$ cat src/design/engine_pkg.sv
`default_nettype none

package engine_pkg;

	// element and accumulator widths.
	localparam int COUNT_W = 12;
	localparam int DATA_W = 16;
	localparam int ACC_W = 40;

	// credits held by each source after reset.
	localparam int OPERAND_CREDITS = 4;
	localparam int RESULT_CREDITS = 2;

	// derived counter widths.
	localparam int RES_CREDIT_W = $clog2(RESULT_CREDITS + 1);
	localparam int DIV_STEP_W = $clog2(ACC_W + 1);

	typedef enum logic [1:0] {
		op_conv,
		op_maxpool,
		op_avepool
	} engine_op_e;

	typedef struct packed {
		engine_op_e op;
		logic [COUNT_W-1:0] count; // 1 to 4095.
	} engine_cmd_t;

	typedef struct packed {
		logic signed [DATA_W-1:0] value; // Q8.8.
	} operand_t;

	typedef struct packed {
		engine_op_e op;
		logic signed [DATA_W-1:0] data;
		logic signed [DATA_W-1:0] weight; // zero for pooling.
		logic last;
	} pair_t;

	typedef struct packed {
		engine_op_e op;
		logic signed [ACC_W-1:0] acc;
		logic [COUNT_W-1:0] count;
	} partial_t;

	typedef struct packed {
		engine_op_e op;
		logic signed [DATA_W-1:0] value;
	} engine_result_t;

endpackage

`default_nettype wire

$ cat src/design/average_divider.sv
`timescale 1ns/1ps
`default_nettype none

module average_divider import engine_pkg::*; (
	input  logic           clk,
	input  logic           arst_n,
	input  logic           part_valid,
	input  partial_t       part,
	output logic           stall,
	output logic           res_valid,
	output engine_result_t res,
	input  logic           res_stall
);

	logic busy;
	logic [DIV_STEP_W-1:0] step;
	logic [ACC_W-1:0] quo;
	logic [COUNT_W-1:0] rem;
	logic [COUNT_W-1:0] divisor;
	logic neg;
	logic [COUNT_W:0] shifted;
	logic [COUNT_W+1:0] trial;
	logic ge;
	logic iterate;
	logic accept;
	logic finish;
	logic res_load;
	logic signed [ACC_W-1:0] direct_val;
	logic signed [ACC_W-1:0] quot_val;

	function automatic logic signed [DATA_W-1:0] sat16(input logic signed [ACC_W-1:0] v);
		if (v > ACC_W'(32767)) begin
			return 16'sh7fff;
		end else if (v < -ACC_W'(32768)) begin
			return 16'sh8000;
		end
		return v[DATA_W-1:0];
	endfunction

	assign stall = busy || (res_valid && res_stall); // held while dividing.
	assign accept = part_valid && !stall;
	assign iterate = busy && (step != DIV_STEP_W'(ACC_W));
	assign finish = busy && (step == DIV_STEP_W'(ACC_W)) && !(res_valid && res_stall);
	assign res_load = (accept && part.op != op_avepool) || finish;

	always_comb begin
		shifted = {rem, quo[ACC_W-1]};
		trial = {1'b0, shifted} - {2'b00, divisor};
		ge = !trial[COUNT_W+1];
		direct_val = (part.op == op_conv) ? ($signed(part.acc) >>> 8) : $signed(part.acc);
		quot_val = neg ? -$signed(quo) : $signed(quo); // truncates toward zero.
	end

	always_ff @(posedge clk or negedge arst_n) begin
		if (!arst_n) begin
			busy <= 1'b0;
			step <= '0;
			res_valid <= 1'b0;
		end else begin
			if (accept && part.op == op_avepool) begin
				busy <= 1'b1;
				step <= '0;
			end else if (iterate) begin
				step <= step + DIV_STEP_W'(1);
			end else if (finish) begin
				busy <= 1'b0;
			end
			if (res_load) begin
				res_valid <= 1'b1;
			end else if (!res_stall) begin
				res_valid <= 1'b0;
			end
		end
	end

	always_ff @(posedge clk) begin
		if (accept) begin
			quo <= part.acc[ACC_W-1] ? -part.acc : part.acc; // magnitude.
			rem <= '0;
			divisor <= part.count;
			neg <= part.acc[ACC_W-1];
		end else if (iterate) begin
			quo <= {quo[ACC_W-2:0], ge};
			rem <= ge ? trial[COUNT_W-1:0] : shifted[COUNT_W-1:0];
		end
		if (res_load) begin
			res.op <= finish ? op_avepool : part.op;
			res.value <= sat16(finish ? quot_val : direct_val);
		end
	end

endmodule

`default_nettype wire

$ cat src/design/credit_fifo.sv
`timescale 1ns/1ps
`default_nettype none

module credit_fifo #(
	parameter type payload_t = logic,
	parameter int depth = 2
) (
	input  logic     clk,
	input  logic     arst_n,
	input  logic     push,
	input  payload_t push_data,
	input  logic     pop,
	output payload_t pop_data,
	output logic     empty,
	output logic     full
);

	localparam int ptr_w = (depth > 1) ? $clog2(depth) : 1;
	localparam int cnt_w = $clog2(depth + 1);

	payload_t mem [depth];
	logic [ptr_w-1:0] wr_ptr;
	logic [ptr_w-1:0] rd_ptr;
	logic [cnt_w-1:0] occupancy;

	assign empty = (occupancy == '0);
	assign full = (occupancy == cnt_w'(depth));
	assign pop_data = mem[rd_ptr]; // head is visible before the pop.

	always_ff @(posedge clk or negedge arst_n) begin
		if (!arst_n) begin
			wr_ptr <= '0;
			rd_ptr <= '0;
			occupancy <= '0;
		end else begin
			if (push) begin
				wr_ptr <= (wr_ptr == ptr_w'(depth - 1)) ? '0 : wr_ptr + ptr_w'(1);
			end
			if (pop) begin
				rd_ptr <= (rd_ptr == ptr_w'(depth - 1)) ? '0 : rd_ptr + ptr_w'(1);
			end
			if (push && !pop) begin
				occupancy <= occupancy + cnt_w'(1);
			end else if (pop && !push) begin
				occupancy <= occupancy - cnt_w'(1);
			end
		end
	end

	always_ff @(posedge clk) begin
		if (push) begin
			mem[wr_ptr] <= push_data;
		end
	end

endmodule

`default_nettype wire

$ cat src/design/engine.sv
`timescale 1ns/1ps
`default_nettype none

module engine import engine_pkg::*; (
	input  logic           clk,
	input  logic           arst_n,
	input  logic           cmd_valid,
	input  engine_cmd_t    cmd,
	output logic           cmd_credit,
	input  logic           data_valid,
	input  operand_t       data,
	output logic           data_credit,
	input  logic           weight_valid,
	input  operand_t       weight,
	output logic           weight_credit,
	output logic           res_valid,
	output engine_result_t res,
	input  logic           res_credit
);

	logic pair_valid;
	pair_t pair;
	logic reduce_stall;
	logic part_valid;
	partial_t part;
	logic div_stall;
	logic div_valid;
	engine_result_t div_res;
	logic send_stall;

	operand_fetch i_operand_fetch (
		.clk          (clk),
		.arst_n       (arst_n),
		.cmd_valid    (cmd_valid),
		.cmd          (cmd),
		.cmd_credit   (cmd_credit),
		.data_valid   (data_valid),
		.data         (data),
		.data_credit  (data_credit),
		.weight_valid (weight_valid),
		.weight       (weight),
		.weight_credit(weight_credit),
		.pair_valid   (pair_valid),
		.pair         (pair),
		.stall        (reduce_stall)
	);

	reduce_unit i_reduce_unit (
		.clk       (clk),
		.arst_n    (arst_n),
		.pair_valid(pair_valid),
		.pair      (pair),
		.stall     (reduce_stall),
		.part_valid(part_valid),
		.part      (part),
		.part_stall(div_stall)
	);

	average_divider i_average_divider (
		.clk       (clk),
		.arst_n    (arst_n),
		.part_valid(part_valid),
		.part      (part),
		.stall     (div_stall),
		.res_valid (div_valid),
		.res       (div_res),
		.res_stall (send_stall)
	);

	result_sender i_result_sender (
		.clk       (clk),
		.arst_n    (arst_n),
		.in_valid  (div_valid),
		.in_res    (div_res),
		.in_stall  (send_stall),
		.res_valid (res_valid),
		.res       (res),
		.res_credit(res_credit)
	);

endmodule

`default_nettype wire

$ cat src/design/operand_fetch.sv
`timescale 1ns/1ps
`default_nettype none

module operand_fetch import engine_pkg::*; (
	input  logic        clk,
	input  logic        arst_n,
	input  logic        cmd_valid,
	input  engine_cmd_t cmd,
	output logic        cmd_credit,
	input  logic        data_valid,
	input  operand_t    data,
	output logic        data_credit,
	input  logic        weight_valid,
	input  operand_t    weight,
	output logic        weight_credit,
	output logic        pair_valid,
	output pair_t       pair,
	input  logic        stall
);

	logic data_pop;
	logic weight_pop;
	logic data_empty;
	logic weight_empty;
	operand_t data_head;
	operand_t weight_head;
	logic active;
	engine_op_e op;
	logic [COUNT_W-1:0] remaining;
	logic is_conv;
	logic is_last;
	logic fire;
	logic last_issued;

	credit_fifo #(.payload_t(operand_t), .depth(OPERAND_CREDITS)) i_data_fifo (
		.clk      (clk),
		.arst_n   (arst_n),
		.push     (data_valid),
		.push_data(data),
		.pop      (data_pop),
		.pop_data (data_head),
		.empty    (data_empty),
		.full     ()
	);

	credit_fifo #(.payload_t(operand_t), .depth(OPERAND_CREDITS)) i_weight_fifo (
		.clk      (clk),
		.arst_n   (arst_n),
		.push     (weight_valid),
		.push_data(weight),
		.pop      (weight_pop),
		.pop_data (weight_head),
		.empty    (weight_empty),
		.full     ()
	);

	assign is_conv = (op == op_conv);
	assign is_last = (remaining == COUNT_W'(1));
	// pooling needs only the data buffer.
	assign fire = active && !data_empty && (!is_conv || !weight_empty) && (!pair_valid || !stall);
	assign data_pop = fire;
	assign weight_pop = fire && is_conv;

	always_ff @(posedge clk or negedge arst_n) begin
		if (!arst_n) begin
			active <= 1'b0;
			op <= op_conv;
			remaining <= '0;
			pair_valid <= 1'b0;
			last_issued <= 1'b0;
			cmd_credit <= 1'b0;
			data_credit <= 1'b0;
			weight_credit <= 1'b0;
		end else begin
			data_credit <= data_pop;
			weight_credit <= weight_pop;
			last_issued <= fire && is_last;
			cmd_credit <= last_issued; // one cycle after the last pair shows.
			if (cmd_valid) begin
				active <= 1'b1;
				op <= cmd.op;
				remaining <= cmd.count;
			end else if (fire) begin
				remaining <= remaining - COUNT_W'(1);
				if (is_last) begin
					active <= 1'b0;
				end
			end
			if (fire) begin
				pair_valid <= 1'b1;
			end else if (!stall) begin
				pair_valid <= 1'b0;
			end
		end
	end

	always_ff @(posedge clk) begin
		if (fire) begin
			pair.op <= op;
			pair.data <= data_head.value;
			pair.weight <= is_conv ? weight_head.value : '0;
			pair.last <= is_last;
		end
	end

endmodule

`default_nettype wire

$ cat src/design/reduce_unit.sv
`timescale 1ns/1ps
`default_nettype none

module reduce_unit import engine_pkg::*; (
	input  logic     clk,
	input  logic     arst_n,
	input  logic     pair_valid,
	input  pair_t    pair,
	output logic     stall,
	output logic     part_valid,
	output partial_t part,
	input  logic     part_stall
);

	logic signed [ACC_W-1:0] acc;
	logic signed [ACC_W-1:0] acc_next;
	logic signed [ACC_W-1:0] data_ext;
	logic signed [ACC_W-1:0] prod_ext;
	logic signed [2*DATA_W-1:0] prod;
	logic [COUNT_W-1:0] elem_cnt;
	logic [COUNT_W-1:0] elem_cnt_next;
	logic accept;

	assign stall = part_valid && part_stall;
	assign accept = pair_valid && !stall;
	assign elem_cnt_next = elem_cnt + COUNT_W'(1);

	always_comb begin
		prod = $signed(pair.data) * $signed(pair.weight); // Q16.16 product.
		prod_ext = prod;
		data_ext = $signed(pair.data);
		case (pair.op)
			op_conv: begin
				acc_next = acc + prod_ext;
			end
			op_maxpool: begin
				// first element seeds the maximum.
				if (elem_cnt == '0 || data_ext > acc) begin
					acc_next = data_ext;
				end else begin
					acc_next = acc;
				end
			end
			default: begin
				acc_next = acc + data_ext;
			end
		endcase
	end

	always_ff @(posedge clk or negedge arst_n) begin
		if (!arst_n) begin
			acc <= '0;
			elem_cnt <= '0;
			part_valid <= 1'b0;
		end else begin
			if (accept) begin
				if (pair.last) begin
					acc <= '0; // ready for the next command.
					elem_cnt <= '0;
				end else begin
					acc <= acc_next;
					elem_cnt <= elem_cnt_next;
				end
			end
			if (accept && pair.last) begin
				part_valid <= 1'b1;
			end else if (!part_stall) begin
				part_valid <= 1'b0;
			end
		end
	end

	always_ff @(posedge clk) begin
		if (accept && pair.last) begin
			part.op <= pair.op;
			part.acc <= acc_next;
			part.count <= elem_cnt_next;
		end
	end

endmodule

`default_nettype wire

$ cat src/design/result_sender.sv
`timescale 1ns/1ps
`default_nettype none

module result_sender import engine_pkg::*; (
	input  logic           clk,
	input  logic           arst_n,
	input  logic           in_valid,
	input  engine_result_t in_res,
	output logic           in_stall,
	output logic           res_valid,
	output engine_result_t res,
	input  logic           res_credit
);

	logic push;
	logic pop;
	logic empty;
	logic full;
	engine_result_t head;
	logic [RES_CREDIT_W-1:0] credits;

	assign in_stall = full;
	assign push = in_valid && !full;
	assign pop = !empty && (credits != '0); // send only under a consumer credit.

	credit_fifo #(.payload_t(engine_result_t), .depth(RESULT_CREDITS)) i_res_fifo (
		.clk      (clk),
		.arst_n   (arst_n),
		.push     (push),
		.push_data(in_res),
		.pop      (pop),
		.pop_data (head),
		.empty    (empty),
		.full     (full)
	);

	always_ff @(posedge clk or negedge arst_n) begin
		if (!arst_n) begin
			credits <= RES_CREDIT_W'(RESULT_CREDITS);
			res_valid <= 1'b0;
		end else begin
			res_valid <= pop;
			if (pop && !res_credit) begin
				credits <= credits - RES_CREDIT_W'(1);
			end else if (!pop && res_credit) begin
				credits <= credits + RES_CREDIT_W'(1);
			end
		end
	end

	always_ff @(posedge clk) begin
		if (pop) begin
			res <= head;
		end
	end

endmodule

`default_nettype wire

$ cat config.mk
export PLATFORM = sky130hd
export DESIGN_NAME = engine
export DESIGN_NICKNAME = d
export VERILOG_FILES = /design/src/design/engine_pkg.sv /design/src/design/average_divider.sv /design/src/design/credit_fifo.sv /design/src/design/engine.sv /design/src/design/operand_fetch.sv /design/src/design/reduce_unit.sv /design/src/design/result_sender.sv
export SDC_FILE = /design/constraint.sdc
export NUM_CORES = 2
export LEC_CHECK = 0
export ABC_AREA = 1
export ABC_CLOCK_PERIOD_IN_PS = 9200
export BUFFER_PORTS_ARGS = -buffer_cell sky130_fd_sc_hd__buf_2
export CAP_MARGIN = 40
export CORE_MARGIN = 10
export CORE_UTILIZATION = 65
export DETAILED_ROUTE_END_ITERATION = 10
export PLACE_DENSITY = 0.82
export SYNTH_ARGS = -nofsm -noshare
export SYNTH_HDL_FRONTEND = slang
export SYNTH_SLANG_ARGS = --single-unit
$ cat constraint.sdc
create_clock -name clk -period 9.2 [get_ports clk]
set_input_delay 1.84 -clock clk [delete_from_list [all_inputs] [get_ports clk]]
set_output_delay 1.84 -clock clk [all_outputs]
set_load 0.1 [all_outputs]
=== Word level (Yosys, flattened, before mapping) ===
Memory sizes are Yosys's and may differ from the RTL's. A register that Yosys moved wholly into a read port is not among the register bits.
Index checks and enable logic that the tools add are counted.

* Shift operators: 0
* Reduce and logical (&&, ||, !) cells: 67
* Bitwise logic cells: 0
* Add/subtract/negate cells: 22
* Magnitude comparators: 3
* Mux-type cells: 53
* Multipliers: 1
* Eq/ne operators: 15
* Div/mod/pow operators: 0

{| class="wikitable"
|+ Operators with widths
! kind !! count
|-
| 40-bit 2-to-1 mux || 7
|-
| 40-bit negator || 2
|-
| 40-bit one-hot mux with 2 select lines || 1
|-
| 12-bit 2-to-1 mux || 4
|-
| 16-bit 2-to-1 mux || 3
|-
| 40-bit by 16-bit adder with 40-bit output || 1
|-
| 40-bit by 32-bit adder with 40-bit output || 1
|-
| 16-bit by 40-bit greater-than comparator with 1-bit output || 1
|-
| 40-bit by 16-bit greater-than comparator with 1-bit output, second input constant || 1
|-
| 40-bit by 16-bit less-than comparator with 1-bit output, second input constant || 1
|-
| 39-bit 2-to-1 mux || 1
|-
| 16-bit by 16-bit multiplier with 32-bit output || 1
|-
| 1-bit logical AND || 25
|-
| 1-bit 2-to-1 mux || 23
|-
| 2-bit nonzero test || 10
|-
| 1-bit logical NOT || 18
|-
| 2-bit 2-to-1 mux || 8
|-
| 13-bit by 12-bit subtractor with 14-bit output || 1
|-
| 12-bit by 1-bit adder with 12-bit output, second input constant || 1
|-
| 2-bit by 1-bit adder with 2-bit output, second input constant || 6
|-
| 12-bit by 1-bit equality test with 1-bit output, second input constant || 1
|-
| 2-bit equality test, second input constant || 6
|-
| 12-bit logical NOT || 1
|-
| 3-bit 2-to-1 mux || 4
|-
| other kinds (15) || 33
|}

* Bits in registers: 242
* Output and inout port bits: 22
* Latch bits: 0
* Bits in read-only memories: 0
* Memories kept: 3
* Bits in writable memories: 164
* Input port bits: 52

{| class="wikitable"
|+ Memory list
! name !! depth !! width !! rd ports !! clocked after memory_dff !! write ports !! line !! RTL
|-
| i_operand_fetch.i_data_fifo.mem || 4 || 16 || 1 || 1 || 1 || credit_fifo.sv:21 || <nowiki>payload_t mem [depth];</nowiki>
|-
| i_operand_fetch.i_weight_fifo.mem || 4 || 16 || 1 || 1 || 1 || credit_fifo.sv:21 ||
|-
| i_result_sender.i_res_fifo.mem || 2 || 18 || 1 || 1 || 1 || credit_fifo.sv:21 ||
|}

=== Depth between registers and ports, before layout ===
* Depth after elaboration: 11
* Mapped depth: 32

=== Modules after synthesis ===
A second synthesis with hierarchy kept.

* Cell total of the unflattened synthesis: 5000
* Area, all modules: 40551.4 sq um

{| class="wikitable"
|+ Modules (own cells, without submodules)
! module !! cells an instance !! area an instance (sq um) !! sequential area each (sq um) !! times used
|-
| reduce_unit || 3048 || 22292.6 || 2947.8 || 1
|-
| average_divider || 1115 || 7576.0 || 2572.5 || 1
|-
| credit_fifo at i_operand_fetch.i_data_fifo ... || 239 || 2987.9 || 2097.0 || 2
|-
| operand_fetch || 241 || 2453.6 || 1551.5 || 1
|-
| credit_fifo at i_result_sender.i_res_fifo || 81 || 1555.2 || 1181.1 || 1
|-
| result_sender || 37 || 698.2 || 616.8 || 1
|}

=== Least setup slack after synthesis ===
Ideal clock, no wire load.

* Kind: reg2reg
* From: register i_operand_fetch.pair[32] (netlist name)
* To: register i_reduce_unit.part[51] (netlist name)
* Stages on the path, launching flop included: 25
* Slack: 1.880 ns
* Data required time: 8.932 ns
* Arrival: 7.052 ns
* Buffers on the path: 2
* Cells stage by stage: edfxtp_1 clkbuf_1 clkbuf_1 nand2_1 inv_1 fa_1 fa_1 inv_1 fa_1 fa_1 inv_1 fa_1 inv_1 fa_1 inv_1 ha_1 nand2_1 nor2_1 inv_1 nor4_1 nand3_1 nand3_1 nand2_1 nand2_1 nand3_1

* Word-level cells in the longest chain between the ends: 4
* Elaborated cells on any way between the ends: 7

{| class="wikitable"
|+ Ends and longest elaborated chain
! element !! line !! RTL
|-
| branches (longest 3 deep; another with 40-bit by 32-bit adder with 40-bit output) || -- ||
|-
| 40-bit one-hot mux with 2 select lines * || reduce_unit.sv:32 || <nowiki>case (pair.op)</nowiki>
|-
| named net i_reduce_unit.acc_next[39] || reduce_unit.sv:16 || <nowiki>logic signed [ACC_W-1:0] acc_next;</nowiki>
|}

Mark *: on every way through the listed nets, which the timed path passes.
A chain may end at the register's enable or synchronous reset.

=== Worst setup path after layout ===
* From: register i_operand_fetch.pair[5] (netlist name)
* To: register i_reduce_unit.part[48] (netlist name)

* Word-level cells in the longest chain between the ends: 3

{| class="wikitable"
|+ Ends and longest elaborated chain
! element !! line !! RTL
|-
| 16-bit by 16-bit multiplier with 32-bit output || reduce_unit.sv:29 || <nowiki>prod = $signed(pair.data) * $signed(pair.weight);</nowiki>
|-
| 40-bit by 32-bit adder with 40-bit output || reduce_unit.sv:34 || <nowiki>acc_next = acc + prod_ext;</nowiki>
|-
| 40-bit one-hot mux with 2 select lines || reduce_unit.sv:32 ||
|-
| named net i_reduce_unit.acc_next[36] || reduce_unit.sv:16 ||
|}

The timed path passes the listed nets, and every way through them passes these cells.

==> flow_metrics.tcl <==
set metrics [dict create \
    status "finished, final reports clean" \
    yosysUniqueCellTypes 69 \
    final_common_cell "nand2_1" \
    end_kind "flop" \
    ant_nets 0 \
    final-hold-violation-count 0 \
    drtPass1Iterations 6 \
    fin_crit_ns 7.388 \
    yosysWarnings 0 \
    grt_pass1_wl_um 165000 \
    dieHeight_um 265.5 \
    dp_cells 5451 \
    syn_inst 4732 \
    tightest_slew_ns 0.9385 \
    drcViolationCount 0 \
    setup_tns_ns 0 \
    final_cell_mix "nand2_1 (982), inv_1 (944), nor2_1 (439), edfxtp_1 (342), fa_1 (334)" \
    cts.clk_slew.worst_paths_ns 0.06 \
    synth_area_per_cell_um2 8.280 \
    first_iter_violations 2530 \
    worstSetupPathType "reg2reg" \
    yosys.area.top_type "edfxtp_1" \
    async_reset_ff_frac 0.2237 \
    yosys_most_used_dff "edfxtp_1" \
    finalNetCount 5345 \
    clock-sinks 456 \
    grt_pass1_vias 31729 \
    gp_congestion 1.026 \
    cts_root_buffer "clkbuf_16" \
    drt-total-wl_um 103200 \
    rrSetupSlack_ns 1.81 \
    io_pins 74 \
    cts-htree-levels 2 \
    final_util 0.7040 \
    r2r-start "i_operand_fetch.pair[5]" \
    min_period_over_period 0.8031 \
    io_buffers 73 \
    ys_ff_latch 456 \
    min_to "i_operand_fetch.cmd_credit" \
    critPathMaxFanout 16 \
    place_ws_ns 1.892 \
    dp_hpwl_um 80790 \
    synth_edf_count 342 \
    rows 89 \
    drive_above_1_share 0.06139 \
    synth_nets 5346 \
    setup_slack_ns 1.812 \
    area_growth_syn_to_layout_pct 6.649 \
    cts_tree "done" \
    wl_per_cell_um 18.61 \
    holdBufCountCts 0 \
    yosysSeqAreaShare 0.3334 \
    netlist.area_leader.share 0.2621 \
    vias_per_cell 5.684 \
    yosys-top-cells-area "edfxtp_1 (26%), fa_1 (17%), nand2_1 (9.4%)" \
    critPathLaunchType "flop" \
    cts_post_setup_buffers_inserted 0 \
    cts-resized-gates 0 \
    synth_area_um2 39180 \
    cts.path.max_buffers 3 \
    antenna_found_initial 0 \
    whs_path_depth 0 \
    r2r-end "i_reduce_unit.part[48]" \
    slew_viol_final 0 \
    n_fill_cell 4640 \
    grt_max_degree 72 \
    die_w_um 265.5 \
    fmax_ghz 0.1354 \
    numCtsBuffers 51 \
    rsz0062_at_grt "false" \
    hold_path.class "reg2reg" \
    reg2regPathDepth 22 \
    fin_worst_skew_ns 0.04159 \
    clk_latency_ns 0.63 \
    cp.required_ns 9.55 \
    setup_viol 0 \
    holdCritStartpoint "i_operand_fetch.last_issued" \
    grt_overflow 0 \
    via_count 31521 \
    relSlewSlack 0.3743 \
    arrival_ns 7.74 \
    core-area_um2 59350 \
    dieArea_um2 70500 \
    final_cells 5546 \
    initial_utilization 0.6601 \
    grt_use_total 0.2931 \
    max_cap_viol_count 0 \
    diodes 0 \
]
layout make-up:
type	instances	area [um^2]	area share
multi-input combinational	3161	21870	0.5233
sequential	456	13060	0.3126
tap	773	967.2	0.02315
timing repair buffer	100	608.1	0.01455
clock buffer	61	1314	0.03144
clock inverter	34	357.8	0.008564
inverter	961	3607	0.08633
state kept, by name, indices dropped and copies added, names as in the netlist, 6 cells and up:
name                               cells
i_result_sender.i_res_fifo.mem        36
i_reduce_unit.elem_cnt                12
i_average_divider.step                 6
i_operand_fetch.i_weight_fifo.mem     64
i_average_divider.rem                 12
i_average_divider.quo                 40
i_result_sender.res                   18
i_operand_fetch.i_data_fifo.mem       64
i_average_divider.divisor             12
i_operand_fetch.pair                  35
i_average_divider.res                 18
i_reduce_unit.part                    54
i_operand_fetch.remaining             12
i_reduce_unit.acc                     40
synthesized netlist by cell type (26+ instances only):
library cell,instances
inv_1,944
a21oi_1,216
nand2_1,982
nand4_1,33
o21ai_0,326
ha_1,228
nor3_1,26
fa_1,334
nand3_2,26
clkbuf_1,129
nand3_1,225
xnor2_1,31
dfrtp_1,101
nor2_1,441
edfxtp_1,342
xor2_1,54
stage by stage:
stage | instance area, um^2 | hold slack, ns
3_3_place_gp | 40050 | 0.3731
6_report | 41790 | 0.3945
4_1_cts | 41790 | 0.3878
2_1_floorplan | 39180 | 0.3312
5_1_grt | 41790 | 0.4062
3_5_place_dp | 40110 | 0.3733
per-layer routing:
layer | GRT usage | vias to the layer above | wire (um)
met5 | 0 | - | 0
met2 | 0.5096 | 1326 | 50770
met4 | 0.1544 | 0 | 5590
met3 | 0.04143 | 284 | 6991
met1 | 0.3502 | 14975 | 39880
li1 | - | 14936 | -
worst max-delay path by stage:
| stage | from | slack, ns | endpoint | cells after the start |
|---|---|---|---|---|
| 2_1_floorplan | i_operand_fetch.pair[32] | 1.88 | i_reduce_unit.part[51] | 24 |
| 3_3_place_gp | i_operand_fetch.pair[5] | 1.98 | i_reduce_unit.part[48] | 22 |
| 3_5_place_dp | i_operand_fetch.pair[6] | 1.89 | i_reduce_unit.part[48] | 22 |
| 4_1_cts | i_operand_fetch.pair[6] | 1.88 | i_reduce_unit.part[48] | 22 |
| 5_1_grt | i_operand_fetch.pair[5] | 1.52 | i_reduce_unit.acc[36] | 24 |
| 6_report | i_operand_fetch.pair[5] | 1.81 | i_reduce_unit.part[48] | 22 |
cells by family after synthesis:
kind of cell,count (synthesis),synth area share
fa+ha+maj,562,0.2435
buf+inv,1115,0.1088
compound gates,669,0.09290
simple gates,1843,0.2018
flops,456,0.3334
mux,2,0.0005748
xor+xnor,85,0.01900
critical path, stage by stage (launching register included):
cell	delay (ns)
edfxtp_1	0.78
nand2_1	0.26
fa_1	0.64
inv_1	0.07
fa_1	0.44
inv_1	0.32
fa_1	0.61
fa_1	0.76
inv_1	0.16
fa_1	0.50
inv_1	0.05
fa_1	0.47
inv_1	0.05
ha_1	0.39
nand2_1	0.11
nor2_1	0.17
inv_1	0.09
nor4_1	0.51
nand3_1	0.28
nand3_1	0.19
nand2_1	0.07
nand3_1	0.10
nand3_2	0.09
Power is left out: the tool's default activity adds up to more than one toggle a clock period on the data nets, which glitch-free logic cannot reach.
